<file path="src/cpu_params.svh">
`ifndef CPU_PARAMS_SVH
`define CPU_PARAMS_SVH

// Datapath widths
`define CPU_DBITS       32
`define CPU_REGNO_BITS  4
`define CPU_IMM_BITS    16

// Fetch starts here after reset
`define CPU_START_PC    32'h0000_0100

// Memory depths in words
`define CPU_IMEM_WORDS  256
`define CPU_DMEM_WORDS  1024

// Memory-mapped I/O
`define CPU_ADDR_HEX    32'hFFFF_F000
`define CPU_ADDR_LEDR   32'hFFFF_F020
`define CPU_ADDR_KEY    32'hFFFF_F080
`define CPU_HEX_BITS    24
`define CPU_LEDR_BITS   10
`define CPU_KEY_BITS    4
`define CPU_HEX_RESET   24'hFEDEAD

`endif

</file>
<file path="src/cpu_pkg.sv">
`default_nettype none

`include "cpu_params.svh"

package cpu_pkg;

  typedef logic [`CPU_DBITS-1:0] word_t;
  typedef logic [`CPU_REGNO_BITS-1:0] regno_t;

  // Primary opcode in instruction bits 31:26
  typedef enum logic [5:0] {
    OP1_ALUR = 6'b000000,
    OP1_LW   = 6'b010010,
    OP1_SW   = 6'b011010,
    OP1_ADDI = 6'b100000,
    OP1_ANDI = 6'b100100,
    OP1_ORI  = 6'b100101,
    OP1_XORI = 6'b100110
  } op1_e;

  // Secondary opcode for ALUR in bits 25:18
  typedef enum logic [7:0] {
    OP2_EQ   = 8'b00001000,
    OP2_LT   = 8'b00001001,
    OP2_LE   = 8'b00001010,
    OP2_NE   = 8'b00001011,
    OP2_ADD  = 8'b00100000,
    OP2_AND  = 8'b00100100,
    OP2_OR   = 8'b00100101,
    OP2_XOR  = 8'b00100110,
    OP2_SUB  = 8'b00101000,
    OP2_NAND = 8'b00101100,
    OP2_NOR  = 8'b00101101,
    OP2_NXOR = 8'b00101110,
    OP2_RSHF = 8'b00110000,
    OP2_LSHF = 8'b00110001
  } op2_e;

  typedef struct packed {
    op1_e       op1;
    op2_e       op2;
    logic [5:0] pad;
    regno_t     rd;
    regno_t     rs;
    regno_t     rt;
  } r_fmt_t;

  typedef struct packed {
    op1_e                    op1;
    logic [1:0]              pad;
    logic [`CPU_IMM_BITS-1:0] imm;
    regno_t                  rs;
    regno_t                  rt;
  } i_fmt_t;

  // One instruction word seen as either format
  typedef union packed {
    r_fmt_t r;
    i_fmt_t i;
  } instr_t;

endpackage

`default_nettype wire

</file>
<file path="src/cpu_stage_if.sv">
`timescale 1ns/1ns
`default_nettype none

// **************************************************
// ID/EX pipeline register contents
// **************************************************
interface id_ex_if;
  import cpu_pkg::*;

  logic   valid;
  op1_e   op1;
  op2_e   op2;
  word_t  val1;
  word_t  val2;
  word_t  imm_sx;
  regno_t wregno;
  logic   wr_reg;
  logic   rd_mem;
  logic   wr_mem;

  modport producer (
    output valid, op1, op2, val1, val2, imm_sx, wregno, wr_reg, rd_mem, wr_mem
  );

  modport consumer (
    input valid, op1, op2, val1, val2, imm_sx, wregno, wr_reg, rd_mem, wr_mem
  );

  // Decode only needs the destination for its hazard check
  modport monitor (
    input valid, wregno, wr_reg
  );
endinterface

// **************************************************
// EX/MEM pipeline register contents
// **************************************************
interface ex_mem_if;
  import cpu_pkg::*;

  logic   valid;
  word_t  alu_out;
  word_t  store_data;
  regno_t wregno;
  logic   wr_reg;
  logic   rd_mem;
  logic   wr_mem;

  modport producer (
    output valid, alu_out, store_data, wregno, wr_reg, rd_mem, wr_mem
  );

  modport consumer (
    input valid, alu_out, store_data, wregno, wr_reg, rd_mem, wr_mem
  );

  modport monitor (
    input valid, wregno, wr_reg
  );
endinterface

`default_nettype wire

</file>
<file path="src/decode_stage.sv">
`timescale 1ns/1ns
`default_nettype none

`include "cpu_params.svh"

module decode_stage (
  input  logic            clk,
  input  logic            reset,
  input  cpu_pkg::instr_t instr,
  input  logic            instr_valid,
  output logic            stall,
  id_ex_if.producer       id_ex,
  id_ex_if.monitor        id_ex_mon,
  ex_mem_if.monitor       ex_mem_mon,
  input  logic            wb_en,
  input  cpu_pkg::regno_t wb_regno,
  input  cpu_pkg::word_t  wb_data
);
  import cpu_pkg::*;

  word_t  regs [1 << `CPU_REGNO_BITS];
  op1_e   op1;
  regno_t rs;
  regno_t rt;
  logic   is_alur;
  logic   is_alui;
  logic   uses_rt;
  logic   wr_reg;
  regno_t wregno;
  word_t  imm_sx;
  logic   issue;

  // r0 reads as zero, and a write in flight is forwarded
  function automatic word_t read_reg(regno_t r);
    if (r == '0) begin
      return '0;
    end
    if (wb_en && wb_regno == r) begin
      return wb_data;
    end
    return regs[r];
  endfunction

  // Pending write to r in EX or MEM
  function automatic logic pending(regno_t r);
    return (id_ex_mon.valid && id_ex_mon.wr_reg && id_ex_mon.wregno == r) ||
           (ex_mem_mon.valid && ex_mem_mon.wr_reg && ex_mem_mon.wregno == r);
  endfunction

  always_ff @(posedge clk) begin
    if (wb_en && wb_regno != '0) begin
      regs[wb_regno] <= wb_data;
    end
  end

  // **************************************************
  // Field decode and control
  // **************************************************
  assign op1     = instr.r.op1;
  assign rs      = instr.r.rs;
  assign rt      = instr.r.rt;
  assign is_alur = (op1 == OP1_ALUR);
  assign is_alui = (op1 inside {OP1_ADDI, OP1_ANDI, OP1_ORI, OP1_XORI});
  assign uses_rt = is_alur || (op1 == OP1_SW);
  assign wr_reg  = is_alur || is_alui || (op1 == OP1_LW);
  assign wregno  = is_alur ? instr.r.rd : rt;
  assign imm_sx  = {{(`CPU_DBITS-`CPU_IMM_BITS){instr.i.imm[`CPU_IMM_BITS-1]}}, instr.i.imm};

  // Hold until the producer reaches MEM/WB where the bypass covers it
  assign stall = instr_valid &&
                 ((rs != '0 && pending(rs)) || (uses_rt && rt != '0 && pending(rt)));
  assign issue = instr_valid && !stall;

  // **************************************************
  // ID/EX latch
  // **************************************************
  always_ff @(posedge clk or posedge reset) begin
    if (reset) begin
      id_ex.valid  <= 1'b0;
      id_ex.wr_reg <= 1'b0;
      id_ex.rd_mem <= 1'b0;
      id_ex.wr_mem <= 1'b0;
    end else begin
      // Bubble when stalled or nothing fetched
      id_ex.valid  <= issue;
      id_ex.wr_reg <= issue && wr_reg;
      id_ex.rd_mem <= issue && (op1 == OP1_LW);
      id_ex.wr_mem <= issue && (op1 == OP1_SW);
    end
  end

  always_ff @(posedge clk) begin
    id_ex.op1    <= op1;
    id_ex.op2    <= instr.r.op2;
    id_ex.val1   <= read_reg(rs);
    id_ex.val2   <= read_reg(rt);
    id_ex.imm_sx <= imm_sx;
    id_ex.wregno <= wregno;
  end

endmodule

`default_nettype wire

</file>
<file path="src/flat_wrapper.sv">
// flat-port wrapper written by rule: the top's interface ports become plain ports
module decode_stage_flat import cpu_pkg::*;
  (clk, reset, instr, instr_valid, stall, wb_en, wb_regno, wb_data, id_ex_valid, id_ex_op1, id_ex_op2, id_ex_val1, id_ex_val2, id_ex_imm_sx, id_ex_wregno, id_ex_wr_reg, id_ex_rd_mem, id_ex_wr_mem, id_ex_mon_valid, id_ex_mon_wregno, id_ex_mon_wr_reg, ex_mem_mon_valid, ex_mem_mon_wregno, ex_mem_mon_wr_reg);
  id_ex_if id_ex_i ();
  id_ex_if id_ex_mon_i ();
  ex_mem_if ex_mem_mon_i ();
  input  logic clk;
  input  logic reset;
  input  cpu_pkg::instr_t instr;
  input  logic instr_valid;
  output logic stall;
  input  logic wb_en;
  input  cpu_pkg::regno_t wb_regno;
  input  cpu_pkg::word_t wb_data;
  output wire logic [$bits(id_ex_i.valid)-1:0] id_ex_valid;
  output wire logic [$bits(id_ex_i.op1)-1:0] id_ex_op1;
  output wire logic [$bits(id_ex_i.op2)-1:0] id_ex_op2;
  output wire logic [$bits(id_ex_i.val1)-1:0] id_ex_val1;
  output wire logic [$bits(id_ex_i.val2)-1:0] id_ex_val2;
  output wire logic [$bits(id_ex_i.imm_sx)-1:0] id_ex_imm_sx;
  output wire logic [$bits(id_ex_i.wregno)-1:0] id_ex_wregno;
  output wire logic [$bits(id_ex_i.wr_reg)-1:0] id_ex_wr_reg;
  output wire logic [$bits(id_ex_i.rd_mem)-1:0] id_ex_rd_mem;
  output wire logic [$bits(id_ex_i.wr_mem)-1:0] id_ex_wr_mem;
  input wire logic [$bits(id_ex_mon_i.valid)-1:0] id_ex_mon_valid;
  input wire logic [$bits(id_ex_mon_i.wregno)-1:0] id_ex_mon_wregno;
  input wire logic [$bits(id_ex_mon_i.wr_reg)-1:0] id_ex_mon_wr_reg;
  input wire logic [$bits(ex_mem_mon_i.valid)-1:0] ex_mem_mon_valid;
  input wire logic [$bits(ex_mem_mon_i.wregno)-1:0] ex_mem_mon_wregno;
  input wire logic [$bits(ex_mem_mon_i.wr_reg)-1:0] ex_mem_mon_wr_reg;
  assign id_ex_valid = id_ex_i.valid;
  assign id_ex_op1 = id_ex_i.op1;
  assign id_ex_op2 = id_ex_i.op2;
  assign id_ex_val1 = id_ex_i.val1;
  assign id_ex_val2 = id_ex_i.val2;
  assign id_ex_imm_sx = id_ex_i.imm_sx;
  assign id_ex_wregno = id_ex_i.wregno;
  assign id_ex_wr_reg = id_ex_i.wr_reg;
  assign id_ex_rd_mem = id_ex_i.rd_mem;
  assign id_ex_wr_mem = id_ex_i.wr_mem;
  assign id_ex_mon_i.valid = id_ex_mon_valid;
  assign id_ex_mon_i.wregno = id_ex_mon_wregno;
  assign id_ex_mon_i.wr_reg = id_ex_mon_wr_reg;
  assign ex_mem_mon_i.valid = ex_mem_mon_valid;
  assign ex_mem_mon_i.wregno = ex_mem_mon_wregno;
  assign ex_mem_mon_i.wr_reg = ex_mem_mon_wr_reg;
  decode_stage u_core (.clk(clk), .reset(reset), .instr(instr), .instr_valid(instr_valid), .stall(stall), .id_ex(id_ex_i), .id_ex_mon(id_ex_mon_i), .ex_mem_mon(ex_mem_mon_i), .wb_en(wb_en), .wb_regno(wb_regno), .wb_data(wb_data));
endmodule
</file>
<file path="config.mk">
export PLATFORM = sky130hd
export DESIGN_NAME = decode_stage_flat
export DESIGN_NICKNAME = d
export VERILOG_FILES = /design/src/cpu_pkg.sv /design/src/cpu_stage_if.sv /design/src/decode_stage.sv /design/src/flat_wrapper.sv
export VERILOG_INCLUDE_DIRS = /design/src /design/src/src
export SDC_FILE = /design/constraint.sdc
export NUM_CORES = 1
export LEC_CHECK = 0
export BUFFER_PORTS_ARGS = -buffer_cell sky130_fd_sc_hd__buf_4
export CAP_MARGIN = 20
export CORE_MARGIN = 2
export CORE_UTILIZATION = 54
export CTS_BUF_LIST = sky130_fd_sc_hd__clkbuf_16
export DETAILED_ROUTE_END_ITERATION = 7
export MAX_ROUTING_LAYER = met4
export PLACE_DENSITY = 0.78
export SETUP_SLACK_MARGIN = 0.2
export SLEW_MARGIN = 20
export SYNTH_ARGS = -nofsm -noshare
export SYNTH_HDL_FRONTEND = slang
export SYNTH_SLANG_ARGS = --single-unit
</file>
<file path="constraint.sdc">
create_clock -name clk -period 4.1 [get_ports clk]
set_input_delay 0.615 -clock clk [delete_from_list [all_inputs] [get_ports clk]]
set_output_delay 0.615 -clock clk [all_outputs]
set_load 0.03 [all_outputs]
</file>
* After elaboration in Yosys (flattened, before gate mapping)
Memory sizes are Yosys's and may differ from the RTL's.
Index checks and enable logic that the tools add are counted.
** Cells by class
- Equal/unequal tests :: 12
- Multiplexer cells :: 17
- Reductions and logical operators :: 31
** Operator list (count)
- 2-to-1 mux 32 bit :: 8
- == test 4 bit :: 6
- == test 6 bit (second input constant) :: 4
- logical AND 1 bit :: 17
- nonzero test 4 bit :: 4
- == test 6 x 5 -> 1 bit (second input constant) :: 2
- zero test 4 bit :: 2
- 2-to-1 mux 1 bit :: 8
- zero test 6 bit :: 1
- logical OR 1 bit :: 6
- 2-to-1 mux 4 bit :: 1
- zero test 1 bit :: 1
** Word-level totals
- Register bits after elaboration :: 102
- Bits in writable memories :: 512
- Input bits :: 84
- Logic and storage cells :: 71
- Memories kept :: 1
** Memory list
- u_core.regs :: words 16, bits a word 32, read ports 2, clocked after Yosys merged registers in 0, write ports 1, RTL line decode_stage.sv:21 : word_t regs [1 << `CPU_REGNO_BITS];

* Depth between registers and ports, before layout
- Depth in word-level cells :: 9
- Depth in mapped cells :: 8
- Mapped depth without buffers :: 5

* Least setup slack after synthesis
OpenSTA, ideal clock, no wires.
- Path type :: in2reg
- Start :: input port wb_regno[1]
- End :: memory u_core.regs[12][0] (netlist bit), enable pin
- Setup time :: 461 ps
- Data arrival time :: 3085 ps
- Data required time :: 3639 ps
- Setup slack :: 554 ps
- Stages :: 2
- Cell sequence :: clkbuf_1 -> nor3_1
** Between the ends
- Word-level cells in the longest chain between the ends :: 4
** RTL lines
- start, declared :: RTL line flat_wrapper.sv:13 : input cpu_pkg::regno_t wb_regno;
- nonzero test 4 bit :: RTL line decode_stage.sv:51 : if (wb_en && wb_regno != '0) begin
- logical AND 1 bit :: RTL line decode_stage.sv:51
- 2-to-1 mux 1 bit :: RTL line decode_stage.sv:51
- 2-to-1 mux 1 bit (not written as such) :: RTL line decode_stage.sv:52 : regs[wb_regno] <= wb_data;
- end, declared :: RTL line decode_stage.sv:21
Parallel ways exist; a longest one is shown, timed or not.

* Worst setup path after layout
- Start :: input port instr[2] (netlist bit)
- End :: output port stall
** Between the ends
- Word-level cells in the longest chain between the ends :: 6
- Elaborated cells on any way between the ends :: 10
- Those cells by class :: eq/ne (2); reduce/logical (8)
** RTL lines
- start, declared :: RTL line flat_wrapper.sv:9 : input cpu_pkg::instr_t instr;
- == test 4 bit, on equally long branches :: RTL line decode_stage.sv:46, decode_stage.sv:47
- logical AND 1 bit, on equally long branches :: RTL line decode_stage.sv:46, decode_stage.sv:47
- logical OR 1 bit :: RTL line decode_stage.sv:46 : return (id_ex_mon.valid && id_ex_mon.wr_reg && id_ex_mon.wregno == r) ||
- logical AND 1 bit * :: RTL line decode_stage.sv:71 : ((rs != '0 && pending(rs)) || (uses_rt && rt != '0 && pending(rt)));
- logical OR 1 bit * :: RTL line decode_stage.sv:71
- logical AND 1 bit * :: RTL line decode_stage.sv:70 : assign stall = instr_valid &&
- end, declared :: RTL line flat_wrapper.sv:11 : output logic stall;
Every way passes the cells marked *; elsewhere a longest branch is shown, timed or not.

==> flow_metrics.tcl <==
set metrics [dict create \
    synthTopCellsByArea "edfxtp_1 59%, mux4_2 22%, dfxtp_1 7.0%" \
    synth_edf_count 512 \
    layout_min_cycle_time_ns 3.06 \
    synthFlopType "edfxtp_1" \
    synth_top_cell_by_area "edfxtp_1" \
    grt-ovfl-total 0 \
    fin_cells 2235 \
    port_buffers 202 \
    syn_area_per_cell_um2 19.4 \
    fin_setup_tns_ns 0 \
    drv_slew 0 \
    leakagePower_uw 0.0105 \
    synthesis.area_mm2 0.0263 \
    placed_cells 2119 \
    fmax_mhz 327 \
    ant_nets 0 \
    hold_buffers 1 \
    final_util_pct 63.8 \
    synth_most_common_cell "edfxtp_1" \
    ioPinCount 203 \
    cts_root_buf "clkbuf_16" \
    largest_register_ffs 512 \
    setup_viol 0 \
    first_pass_iters 5 \
    hp-class "in -> reg" \
    row_count 80 \
    met2_usage_pct 46.6 \
    grt_use_met3_pct 4.95 \
    finalHoldViolCount 0 \
    ys_async_sr_fraction_pct 0.658 \
    die_h_um 225 \
    via_per_inst 6.82 \
    core_mm2 0.0478 \
    synth.distinct_cells 43 \
    routed_wl_mm 68.2 \
    grt_max_degree 119 \
    hpwl_mm 39.1 \
    top_usage_layer "met2" \
    timing.max_cap.violations 0 \
    rsz0062_at_grt "no" \
    clk_pin_slew_ns 0.06 \
    post-cts-setup-buffers 0 \
    synth.top_cell.area_share_pct 58.5 \
    clock-sinks 608 \
    cp.required_ns 3.48 \
    startpoint_type "input pin" \
    cp_slowest_cell "a2111oi_2" \
    irDropWorstVdd_mv 0.382 \
    yosys_warnings 0 \
    ys_seq_area_share_pct 65.9 \
    fin_crit_sh_pct 74.6 \
    critPathArrivalTime_ns 2.45 \
    drtIter0Drc 2054 \
    die_x_um 225 \
    path_cells "buf_4 > xor2_1 > nor2_1 > nand4_1 > a2111oi_2 > o21a_1 > buf_4" \
    clockBufferDepth 3 \
    layout-drive-gt1-share_pct 39.3 \
    dr_total_vias 15300 \
    clk_latency_ns 0.62 \
    max_stage_delay_ns 0.79 \
    synth_cells 1354 \
    critPathMaxFanout 9 \
    synth-seq-cells 608 \
    outcome "completed" \
    cts_buffers 59 \
    gp_congestion 0.795 \
    htreeDepth 2 \
    start_util_pct 54.9 \
    grt_pass1_wl_mm 100 \
    cts_resized 0 \
    yosys-top-cells-count "512 x edfxtp_1, 256 x mux4_2, 128 x a22oi_1" \
    skew_ns 0.0159 \
    routedWlPerCell_um 30.5 \
    end_kind "primary output" \
    p_per_area_mw_per_mm2 462 \
    cts_tree "yes" \
    regMostFlops "u_core.regs" \
    tightest_slew_ns 1.06 \
    die-area_mm2 0.0504 \
    layout-area-overhead-vs-synth_pct 16.2 \
    drc_errors 0 \
    cpMostUsedCell "buf_4" \
    fin_nets 1650 \
    antenna_found_initial 3 \
    grt_pass1_vias 15900 \
    worstSetupPathType "in -> out" \
    grtUsageTotal_pct 28.4 \
    reg_top3 "u_core.regs: 512 flops, u_core.id_ex.val1: 32 flops, u_core.id_ex.val2: 32 flops" \
    gr-usage-met1_pct 35.6 \
    relSlewSlack_pct 29.5 \
]
## per-layer routing
layer,up-vias,routed length [µm]
met2,1019,34900
met1,7920,23700
met3,170,6890
li1,6143,-
met5,-,0
met4,0,2680
## logic make-up (layout without fill, tap and decap cells)
kind of cell	count (synthesis)	in the layout	synth area share, %
multiplexers	260	260	22.1
flip-flops	608	608	65.9
AO/OA/AOI/OAI	203	203	6.12
AND/OR/NAND/NOR	129	129	2.23
other	1	35	0.0143
buffers and inverters	132	364	2.91
XOR/XNOR	21	21	0.700
## cells in the final DEF (no fill, tap or decap), types with 6 or more instances in the layout
cell,synthesis,final
clkinvlp_4,0,6
clkbuf_16,0,60
xnor2_1,10,10
nor3_1,11,8
mux4_2,256,256
inv_1,2,9
bufinv_16,0,9
a22oi_1,128,128
buf_4,24,243
dfxtp_1,92,92
clkinv_1,0,9
xor2_1,11,11
nand2_1,71,71
conb_1,1,32
clkinv_2,0,14
edfxtp_1,512,512
nor2_4,0,16
a22o_1,64,64
## final timing paths
| path | slack, ns | end | cells past startpoint | start |
|---|---|---|---|---|
| max | 1.04 | stall | 7 | instr[2] |
| min | 0.09 | u_core.id_ex.op2[1] | 1 | instr[19] |
| max reg2reg | 2.52 | u_core.id_ex.val2[10] | 4 | u_core.regs[9][10] |
| min reg2reg | 0.81 | u_core.id_ex.val2[5] | 4 | u_core.regs[14][5] |
| max in group asynchronous | 3.52 | u_core.id_ex.wr_mem | 3 | reset |
| min in group asynchronous | 0.44 | u_core.id_ex.valid | 3 | reset |
## through the flow
stage | power [µW] | setup slack, ns | cell area, µm² | hold slack, ns
after global routing | 14500 | 0.908 | 30500 | 0.0708
after CTS | 14200 | 1.07 | 30500 | 0.0600
after global placement | 8620 | 1.09 | 28500 | 0.502
after detailed placement | 8650 | 1.08 | 28500 | 0.510
final | 14100 | 1.04 | 30500 | 0.0942
after floorplan | 8090 | 0.554 | 26400 | 0.381
## area by class of cell
cell class / count / area [µm²]
Timing Repair Buffer: 250 / 1920
Fill cell: 3254 / 17300
Sequential cell: 608 / 17300
Antenna cell: 3 / 7.51
Inverter: 2 / 7.51
Clock buffer: 60 / 1500
Multi-Input combinational cell: 645 / 8490
Clock inverter: 52 / 514
Tap cell: 615 / 769
## power by group
group	total (µW)	internal [µW]	switching [µW]
clock	5560	3240	2320
sequential	7030	6930	99.5
combinational	1510	640	866
total	14100	10800	3290
## critical path, delay by kind of cell
| family | cells | cell delay (ns) |
|---|---|---|
| AO/OA/AOI/OAI | 2 | 1.02 |
| XOR/XNOR | 1 | 0.17 |
| buffers and inverters | 2 | 0.34 |
| AND/OR/NAND/NOR | 2 | 0.28 |
(Power assumes the default switching activity.)
