$ cat config.mk
export PLATFORM = sky130hd
export DESIGN_NAME = execute_stage_flat
export DESIGN_NICKNAME = d
export VERILOG_FILES = /design/src/cpu_pkg.sv /design/src/cpu_stage_if.sv /design/src/execute_stage.sv /design/src/flat_wrapper.sv
export VERILOG_INCLUDE_DIRS = /design/src /design/src/src
export SDC_FILE = /design/constraint.sdc
export NUM_CORES = 1
export LEC_CHECK = 0
export BUFFER_PORTS_ARGS = -buffer_cell sky130_fd_sc_hd__buf_2
export CAP_MARGIN = 20
export CORE_ASPECT_RATIO = 1.4
export CORE_MARGIN = 5
export CORE_UTILIZATION = 59
export DETAILED_ROUTE_END_ITERATION = 8
export PLACE_DENSITY = 0.82
export SLEW_MARGIN = 20
export SYNTH_ARGS = -nofsm -noshare
export SYNTH_HDL_FRONTEND = slang
export SYNTH_SLANG_ARGS = --single-unit
$ cat constraint.sdc
create_clock -name clk -period 0.8 [get_ports clk]
set_input_delay 0.04 -clock clk [delete_from_list [all_inputs] [get_ports clk]]
set_output_delay 0.04 -clock clk [all_outputs]
set_load 0.02 [all_outputs]
$ cat src/cpu_params.svh
`ifndef CPU_PARAMS_SVH
`define CPU_PARAMS_SVH

// Datapath widths
`define CPU_DBITS       32
`define CPU_REGNO_BITS  4
`define CPU_IMM_BITS    16

// Fetch starts here after reset
`define CPU_START_PC    32'h0000_0100

// Memory depths in words
`define CPU_IMEM_WORDS  256
`define CPU_DMEM_WORDS  1024

// Memory-mapped I/O
`define CPU_ADDR_HEX    32'hFFFF_F000
`define CPU_ADDR_LEDR   32'hFFFF_F020
`define CPU_ADDR_KEY    32'hFFFF_F080
`define CPU_HEX_BITS    24
`define CPU_LEDR_BITS   10
`define CPU_KEY_BITS    4
`define CPU_HEX_RESET   24'hFEDEAD

`endif

$ cat src/cpu_pkg.sv
`default_nettype none

`include "cpu_params.svh"

package cpu_pkg;

  typedef logic [`CPU_DBITS-1:0] word_t;
  typedef logic [`CPU_REGNO_BITS-1:0] regno_t;

  // Primary opcode in instruction bits 31:26
  typedef enum logic [5:0] {
    OP1_ALUR = 6'b000000,
    OP1_LW   = 6'b010010,
    OP1_SW   = 6'b011010,
    OP1_ADDI = 6'b100000,
    OP1_ANDI = 6'b100100,
    OP1_ORI  = 6'b100101,
    OP1_XORI = 6'b100110
  } op1_e;

  // Secondary opcode for ALUR in bits 25:18
  typedef enum logic [7:0] {
    OP2_EQ   = 8'b00001000,
    OP2_LT   = 8'b00001001,
    OP2_LE   = 8'b00001010,
    OP2_NE   = 8'b00001011,
    OP2_ADD  = 8'b00100000,
    OP2_AND  = 8'b00100100,
    OP2_OR   = 8'b00100101,
    OP2_XOR  = 8'b00100110,
    OP2_SUB  = 8'b00101000,
    OP2_NAND = 8'b00101100,
    OP2_NOR  = 8'b00101101,
    OP2_NXOR = 8'b00101110,
    OP2_RSHF = 8'b00110000,
    OP2_LSHF = 8'b00110001
  } op2_e;

  typedef struct packed {
    op1_e       op1;
    op2_e       op2;
    logic [5:0] pad;
    regno_t     rd;
    regno_t     rs;
    regno_t     rt;
  } r_fmt_t;

  typedef struct packed {
    op1_e                    op1;
    logic [1:0]              pad;
    logic [`CPU_IMM_BITS-1:0] imm;
    regno_t                  rs;
    regno_t                  rt;
  } i_fmt_t;

  // One instruction word seen as either format
  typedef union packed {
    r_fmt_t r;
    i_fmt_t i;
  } instr_t;

endpackage

`default_nettype wire

$ cat src/cpu_stage_if.sv
`timescale 1ns/1ns
`default_nettype none

// **************************************************
// ID/EX pipeline register contents
// **************************************************
interface id_ex_if;
  import cpu_pkg::*;

  logic   valid;
  op1_e   op1;
  op2_e   op2;
  word_t  val1;
  word_t  val2;
  word_t  imm_sx;
  regno_t wregno;
  logic   wr_reg;
  logic   rd_mem;
  logic   wr_mem;

  modport producer (
    output valid, op1, op2, val1, val2, imm_sx, wregno, wr_reg, rd_mem, wr_mem
  );

  modport consumer (
    input valid, op1, op2, val1, val2, imm_sx, wregno, wr_reg, rd_mem, wr_mem
  );

  // Decode only needs the destination for its hazard check
  modport monitor (
    input valid, wregno, wr_reg
  );
endinterface

// **************************************************
// EX/MEM pipeline register contents
// **************************************************
interface ex_mem_if;
  import cpu_pkg::*;

  logic   valid;
  word_t  alu_out;
  word_t  store_data;
  regno_t wregno;
  logic   wr_reg;
  logic   rd_mem;
  logic   wr_mem;

  modport producer (
    output valid, alu_out, store_data, wregno, wr_reg, rd_mem, wr_mem
  );

  modport consumer (
    input valid, alu_out, store_data, wregno, wr_reg, rd_mem, wr_mem
  );

  modport monitor (
    input valid, wregno, wr_reg
  );
endinterface

`default_nettype wire

$ cat src/execute_stage.sv
`timescale 1ns/1ns
`default_nettype none

`include "cpu_params.svh"

module execute_stage (
  input  logic       clk,
  input  logic       reset,
  id_ex_if.consumer  id_ex,
  ex_mem_if.producer ex_mem
);
  import cpu_pkg::*;

  localparam int SHAMT_BITS = $clog2(`CPU_DBITS);

  word_t a;
  word_t b;
  word_t imm;
  word_t alu_out;

  assign a   = id_ex.val1;
  assign b   = id_ex.val2;
  assign imm = id_ex.imm_sx;

  // **************************************************
  // ALU
  // **************************************************
  always_comb begin
    alu_out = '0;
    case (id_ex.op1)
      OP1_ALUR: begin
        case (id_ex.op2)
          OP2_EQ:   alu_out = word_t'(a == b);
          OP2_LT:   alu_out = word_t'($signed(a) < $signed(b));
          OP2_LE:   alu_out = word_t'($signed(a) <= $signed(b));
          OP2_NE:   alu_out = word_t'(a != b);
          OP2_ADD:  alu_out = a + b;
          OP2_SUB:  alu_out = a - b;
          OP2_AND:  alu_out = a & b;
          OP2_OR:   alu_out = a | b;
          OP2_XOR:  alu_out = a ^ b;
          OP2_NAND: alu_out = ~(a & b);
          OP2_NOR:  alu_out = ~(a | b);
          OP2_NXOR: alu_out = ~(a ^ b);
          // Shift amount is the low bits of rt only
          OP2_RSHF: alu_out = $signed(a) >>> b[SHAMT_BITS-1:0];
          OP2_LSHF: alu_out = a << b[SHAMT_BITS-1:0];
          default:  alu_out = '0;
        endcase
      end
      // Address generation shares the adder with ADDI
      OP1_LW, OP1_SW, OP1_ADDI: alu_out = a + imm;
      OP1_ANDI: alu_out = a & imm;
      OP1_ORI:  alu_out = a | imm;
      OP1_XORI: alu_out = a ^ imm;
      default:  alu_out = '0;
    endcase
  end

  // **************************************************
  // EX/MEM latch
  // **************************************************
  always_ff @(posedge clk or posedge reset) begin
    if (reset) begin
      ex_mem.valid  <= 1'b0;
      ex_mem.wr_reg <= 1'b0;
      ex_mem.rd_mem <= 1'b0;
      ex_mem.wr_mem <= 1'b0;
    end else begin
      ex_mem.valid  <= id_ex.valid;
      ex_mem.wr_reg <= id_ex.wr_reg;
      ex_mem.rd_mem <= id_ex.rd_mem;
      ex_mem.wr_mem <= id_ex.wr_mem;
    end
  end

  always_ff @(posedge clk) begin
    ex_mem.alu_out    <= alu_out;
    ex_mem.store_data <= b;
    ex_mem.wregno     <= id_ex.wregno;
  end

endmodule

`default_nettype wire

$ cat src/flat_wrapper.sv
// flat-port wrapper written by rule: the top's interface ports become plain ports
module execute_stage_flat import cpu_pkg::*;
  (clk, reset, id_ex_valid, id_ex_op1, id_ex_op2, id_ex_val1, id_ex_val2, id_ex_imm_sx, id_ex_wregno, id_ex_wr_reg, id_ex_rd_mem, id_ex_wr_mem, ex_mem_valid, ex_mem_alu_out, ex_mem_store_data, ex_mem_wregno, ex_mem_wr_reg, ex_mem_rd_mem, ex_mem_wr_mem);
  id_ex_if id_ex_i ();
  ex_mem_if ex_mem_i ();
  input  logic clk;
  input  logic reset;
  input wire logic [$bits(id_ex_i.valid)-1:0] id_ex_valid;
  input wire logic [$bits(id_ex_i.op1)-1:0] id_ex_op1;
  input wire logic [$bits(id_ex_i.op2)-1:0] id_ex_op2;
  input wire logic [$bits(id_ex_i.val1)-1:0] id_ex_val1;
  input wire logic [$bits(id_ex_i.val2)-1:0] id_ex_val2;
  input wire logic [$bits(id_ex_i.imm_sx)-1:0] id_ex_imm_sx;
  input wire logic [$bits(id_ex_i.wregno)-1:0] id_ex_wregno;
  input wire logic [$bits(id_ex_i.wr_reg)-1:0] id_ex_wr_reg;
  input wire logic [$bits(id_ex_i.rd_mem)-1:0] id_ex_rd_mem;
  input wire logic [$bits(id_ex_i.wr_mem)-1:0] id_ex_wr_mem;
  output wire logic [$bits(ex_mem_i.valid)-1:0] ex_mem_valid;
  output wire logic [$bits(ex_mem_i.alu_out)-1:0] ex_mem_alu_out;
  output wire logic [$bits(ex_mem_i.store_data)-1:0] ex_mem_store_data;
  output wire logic [$bits(ex_mem_i.wregno)-1:0] ex_mem_wregno;
  output wire logic [$bits(ex_mem_i.wr_reg)-1:0] ex_mem_wr_reg;
  output wire logic [$bits(ex_mem_i.rd_mem)-1:0] ex_mem_rd_mem;
  output wire logic [$bits(ex_mem_i.wr_mem)-1:0] ex_mem_wr_mem;
  assign id_ex_i.valid = id_ex_valid;
  assign id_ex_i.op1 = id_ex_op1;
  assign id_ex_i.op2 = id_ex_op2;
  assign id_ex_i.val1 = id_ex_val1;
  assign id_ex_i.val2 = id_ex_val2;
  assign id_ex_i.imm_sx = id_ex_imm_sx;
  assign id_ex_i.wregno = id_ex_wregno;
  assign id_ex_i.wr_reg = id_ex_wr_reg;
  assign id_ex_i.rd_mem = id_ex_rd_mem;
  assign id_ex_i.wr_mem = id_ex_wr_mem;
  assign ex_mem_valid = ex_mem_i.valid;
  assign ex_mem_alu_out = ex_mem_i.alu_out;
  assign ex_mem_store_data = ex_mem_i.store_data;
  assign ex_mem_wregno = ex_mem_i.wregno;
  assign ex_mem_wr_reg = ex_mem_i.wr_reg;
  assign ex_mem_rd_mem = ex_mem_i.rd_mem;
  assign ex_mem_wr_mem = ex_mem_i.wr_mem;
  execute_stage u_core (.clk(clk), .reset(reset), .id_ex(id_ex_i), .ex_mem(ex_mem_i));
endmodule
==> results.md, run 1 <==
- The mux cell area share after synthesis is 11.99%.
- The synthesized netlist devotes 14.93% of its cell area to adder and majority cells.
- CTS built an H-tree with a depth of 3.
- Sorting the synthesized cells by how often they occur yields 197 x nor2_1, 193 x a21oi_1, 181 x nand2_1, 161 x ha_1, 142 x o21ai_0.
- After synthesis, the share of flip-flops with an asynchronous set or reset is 5.556%.
- The sequential cell area fraction in the yosys report is 10.52%.
- Counting along the longest clock path gives a buffer depth of 2.
- Summing the areas of all compound-gate instances in the mapped netlist gives 32.78% of the synthesized area.
- The stage where the flow stopped is 4_1_cts.
- For this design the top-level I/O count stands at 192.
- The number of nets produced by synthesis is 2218.
- The xor and xnor fraction of the mapped netlist area is 3.719%.
- The fraction of synthesized cell area taken by the top area cell type is 14.50%.
- The count of buffers inserted at the top-level ports is 191.
- The most common cell in the synthesized netlist is nor2_1.
- The count of instances resized after the clock tree is built is 639.
- TritonCTS created 9 clock buffers.
- In this run the core area contains 66 standard-cell rows.
- The post-synthesis area per instance is 7.184 sq um.
- The count of buffers added by post-CTS timing repair for setup is 74.
- For this run, the number of Yosys warnings is 0.
- The initial standard-cell utilization of the core is 59.87%.
- The clock sink total is 72.
- The count of state elements after synthesis is 72.
- The flow did not finish.
- The height of the die is 191.6 microns.
- The number of enable-type register cells in the synthesized netlist is 0.
- By area the synthesized netlist is led by ha_1 14%, dfxtp_1 9.8%, a21oi_1 7.0%, mux4_2 5.8%, nor2_1 5.3%.
- The summed instance area of the synthesized netlist is 13890 sq um.
- The simple-gate share of the synthesized area is 17.83%.
- The floorplan step set the die width to 139.7 microns.
- The tree is rooted in a clkbuf_16.
- The post-synthesis cell count is 1934.
- The placed wire-length estimate is 61660 microns.
- The placed cell area is 19950 sq um.
- The most used flip-flop cell after synthesis is dfxtp_1.
- The cell taking the most area after synthesis is ha_1.
- The first error in the log reads "[ERROR DPL-0038] Utilization greater than 100%, impossible to legalize".
- The number of hold buffers added after cts is 39.
- Yosys mapped the design onto 94 distinct sky130hd cell types.
- The largest family of logic cells by synthesized area is compound AO/OA/AOI/OAI gates.
- Before CTS, the worst setup slack after placement is -2.528 ns.
- The routability congestion estimate from global placement is 1.278.
## metrics by stage
step,instances,utilization (%)
after floorplan,1934,-
after global placement,2957,85.96
after detailed placement,2957,85.96
## logic make-up after synthesis
logic type / Yosys count
compound gates: 687
xor+xnor: 59
fa+ha+maj: 164
buf+inv: 282
flops: 72
mux: 120
simple gates: 550
==> run 2: changes to the inputs <==
--- a/config.mk
+++ b/config.mk
@@ -8,11 +8,10 @@
 export LEC_CHECK = 0
 export BUFFER_PORTS_ARGS = -buffer_cell sky130_fd_sc_hd__buf_2
 export CAP_MARGIN = 20
-export CORE_ASPECT_RATIO = 1.4
 export CORE_MARGIN = 5
-export CORE_UTILIZATION = 59
+export CORE_UTILIZATION = 40
 export DETAILED_ROUTE_END_ITERATION = 8
-export PLACE_DENSITY = 0.82
+export PLACE_DENSITY_LB_ADDON = 0.15
 export SLEW_MARGIN = 20
 export SYNTH_ARGS = -nofsm -noshare
 export SYNTH_HDL_FRONTEND = slang
==> results.md, run 2 <==
- The number of buffers on the longest clock path came to 2 (unchanged).
- Across all layers, the routed design uses 19650 vias.
- The total count of hold-check failures in the final report is 0.
- The top-level port count was 192 (unchanged).
- The initial standard-cell utilization of the core came to 40.32% (-20 points).
- The die covers 38560 sq um.
- Summed over all failing endpoints, the final setup total negative slack is -57.82 ns.
- The path type of the worst min-delay path is input pin to register.
- The most used flip-flop cell after synthesis is dfxtp_1.
- The count of buffers inserted at the top-level ports is 191 (unchanged).
- The worst slack at placement is -2.881 ns (-0.3526 ns).
- The deepest level of the CTS H-tree is 3 (unchanged).
- The checks that failed: setup timing.
- Based on the critical path, the design can be clocked at up to 0.3570 GHz.
- The count of distinct cell types in the synthesized netlist is 94 (unchanged).
- Dividing the final minimum period by the clock period gives 350.2%.
- The wire length of the first global-routing pass is 116900 microns.
- STA classifies the critical path startpoint as an input pin.
- The height of the die is 196.4 microns (+2.5%).
- The cell taking the most area after synthesis is ha_1.
- The largest registers in the layout are u_core.ex_mem.alu_out x32, u_core.ex_mem.store_data x32, u_core.ex_mem.wregno x4.
- The floorplan core area is 34460 sq um.
- The number of enable-type register cells in the synthesized netlist is 0 (unchanged).
- The number of CTS-inserted buffers is 9 (unchanged).
- The area share of fa/ha/maj cells after synthesis was 14.93% (unchanged).
- The worst hold path terminates at u_core.ex_mem.store_data[2]$_DFF_P_.
- By startpoint and endpoint, the worst setup path is classified as input pin to register.
- The detailed-route wire length per cell is 24.66 microns.
- TritonCTS built the clock tree.
- The total placed cells including tap cells is 3145 (+6.4%).
- Setup repair after global routing could not meet its margin everywhere.
- The cell depth of the worst min-delay path is 2.
- After layout, the worst setup slack is -2.001 ns.
- The number of antenna diodes in the final layout is 0.
- Entering global routing, the biggest net connects 38 pins.
- Across every metal layer, demand over resource in global routing totals 39.40%.
- The count of pins over their slew limit is 0.
- The fraction of synthesized cell area taken by the top area cell type is 14.50% (unchanged).
- The chip width is 196.4 microns (+41%).
- Across the run, the number of max-cap violations was 0.
- In the post-synthesis netlist, the biggest area contributors are ha_1 14%, dfxtp_1 9.8%, a21oi_1 7.0%, mux4_2 5.8%, nor2_1 5.3%.
- The root cell of the clock tree is clkbuf_16.
- The measured slew at the worst slew-check pin is 0.6832 ns.
- The leakage power summed over all cells is 11.28 nW.
- In this run the most critical hold path is launched from id_ex_val2[2].
- The DRC violation total after the first TritonRoute iteration is 2042.
- The count of state elements after synthesis is 72 (unchanged).
- The routed wire length is 80870 microns.
- The DRC violations left is 0.
- The simple-gate share of the synthesized area is 17.83% (unchanged).
- The post-synthesis cell count came to 1934 (unchanged).
- The mux cell area share after synthesis is 11.99% (unchanged).
- The antenna violation net count after detailed routing is 0.
- At the worst endpoint, the required time is 1.06 ns.
- The via count of the first global-routing pass is 19170.
- The placed wire-length estimate was 62570 microns (+1.5%).
- Setup violations remaining at the end of the flow were counted as 104.
- Leaving out fill and tap cells, the most frequent cell in the layout is buf_4.
- The post-synthesis compound-gate area fraction is 32.78% (unchanged).
- The first-pass iteration count of the detailed router is 6.
- The number of antenna violations at the first check in global routing is 0.
- The sequential cell area fraction in the yosys report came to 10.52% (unchanged).
- The design draws 24.66 mW.
- The xor and xnor fraction of the mapped netlist area is 3.719% (unchanged).
- Global routing finished with a remaining overflow of 0.
- The time the final worst path needs with I/O delays and setup is 2.801 ns.
- The routability congestion estimate from global placement is 1.058 (-17%).
- The number of nets produced by synthesis was 2218 (unchanged).
- The average via count per standard cell is 5.994.
- In this run the power density over the cells is 1009 nW/um^2.
- The critical path endpoint category is a register.
- The library cells used most frequently in the layout, excluding fill and tap cells, are 718 x buf_4, 178 x nor2_1, 166 x nand2_1, 151 x a21oi_1, 132 x ha_1.
- Excluding fillers, the count of instances in the completed layout stands at 3279.
- The cell row count is 68 (+3.0%).
- The largest fanout on the critical path is 4.
- Cells with a size suffix above 1 make up 50.00% of the layout.
- The clock sink total is 72 (unchanged).
- The fraction of synthesis flops using an asynchronous set or reset pin is 5.556% (unchanged).
- The largest family of logic cells by synthesized area is compound AO/OA/AOI/OAI gates.
- The post-synthesis area per instance is 7.184 sq um (unchanged).
- The area added between synthesis and finish is 75.87%.
- The worst ir drop on vdd is 1.187 mV.
- After clock tree synthesis, the clock-pin slew on the worst setup and hold paths is 0.06 ns.
- The summed instance area of the synthesized netlist is 13890 sq um (unchanged).
- Sorting the synthesized cells by how often they occur yields 197 x nor2_1, 193 x a21oi_1, 181 x nand2_1, 161 x ha_1, 142 x o21ai_0.
- Data arrives at the worst endpoint at 3.06 ns.
- The relative max-transition margin is 53.97%.
- The run finished, with violations left.
- The count of synthesis-stage warnings from yosys was 0 (unchanged).
- The net count of the finished layout is 3103.
- nor2_1 is the most common cell in the netlist.
[run 2: layer usage]
metal / GRT usage [%] / vias up / wire [microns]
li1: - / 8894 / -
met1: 49.18 / 9324 / 30950
met2: 63.06 / 1163 / 36210
met3: 4.359 / 273 / 5943
met4: 28.68 / 0 / 7768
met5: 0 / - / 0
[run 2: what timing repair did]
action | CTS | global route
endpoints found under the hold margin | 39 | 0
hold buffers | 36 | 0
setup buffers | 51 | 35
pin swaps | 91 | 101
endpoints found under the setup margin | 104 | 104
cloned | 3 | 2
gates resized for setup | 490 | 179
[run 2: worst max-delay path by stage]
stage / end / startpoint / slack [ns] / depth (start not counted)
CTS: u_core.ex_mem.alu_out[23]$_DFF_P_ / id_ex_val1[8] / -1.88 / 12
finish: u_core.ex_mem.alu_out[29]$_DFF_P_ / id_ex_val2[2] / -2.00 / 15
global route: u_core.ex_mem.alu_out[29]$_DFF_P_ / id_ex_val2[2] / -2.02 / 15
global placement: u_core.ex_mem.alu_out[19]$_DFF_P_ / id_ex_val2[0] / -2.86 / 14
floorplan: u_core.ex_mem.alu_out[29]$_DFF_P_ / id_ex_val2[2] / -2.29 / 16
detailed placement: u_core.ex_mem.alu_out[19]$_DFF_P_ / id_ex_val1[1] / -2.88 / 14
[run 2: area by class of cell]
cell class	instances	area (sq um)
Multi-Input combinational cell	1580	13050
Fill cell	2776	10020
Timing Repair Buffer	1011	8339
Sequential cell	72	1548
Inverter	145	584.3
Tap cell	455	569.3
Clock buffer	11	242.7
Clock inverter	5	103.9
[run 2: logic make-up (layout without fill, tap and decap cells)]
logic type | Yosys count | after routing
simple gates | 550 | 550
buf+inv | 282 | 1172
compound gates | 687 | 687
xor+xnor | 59 | 59
fa+ha+maj | 164 | 164
mux | 120 | 120
flops | 72 | 72
[run 2: worst max-delay path, stage by stage]
cell	delay (ns)
buf_8	0.10
inv_8	0.04
ha_4	0.29
buf_6	0.12
o21ai_2	0.06
o211ai_1	0.44
a311oi_4	0.23
a2111oi_2	0.47
buf_4	0.23
nor2_4	0.05
o21ai_2	0.16
a31oi_1	0.11
a41oi_2	0.20
o221ai_2	0.16
a221o_1	0.35
[run 2: per-stage QoR]
stage	hold slack [ns]	instance area, sq um	util [%]
global route	0.04579	24430	70.91
finish	0.04345	24430	70.91
CTS	0.01138	23340	67.73
global placement	-0.08543	20390	59.17
detailed placement	-0.06886	20390	59.17
floorplan	-0.1939	14280	-
[run 2: power by group]
group | total (mW) | internal [mW] | switching, mW
clock network | 5.24 | 3.15 | 2.09
logic | 15.6 | 7.40 | 8.15
registers | 3.87 | 3.78 | 0.0854
(Power assumes the default switching activity.)
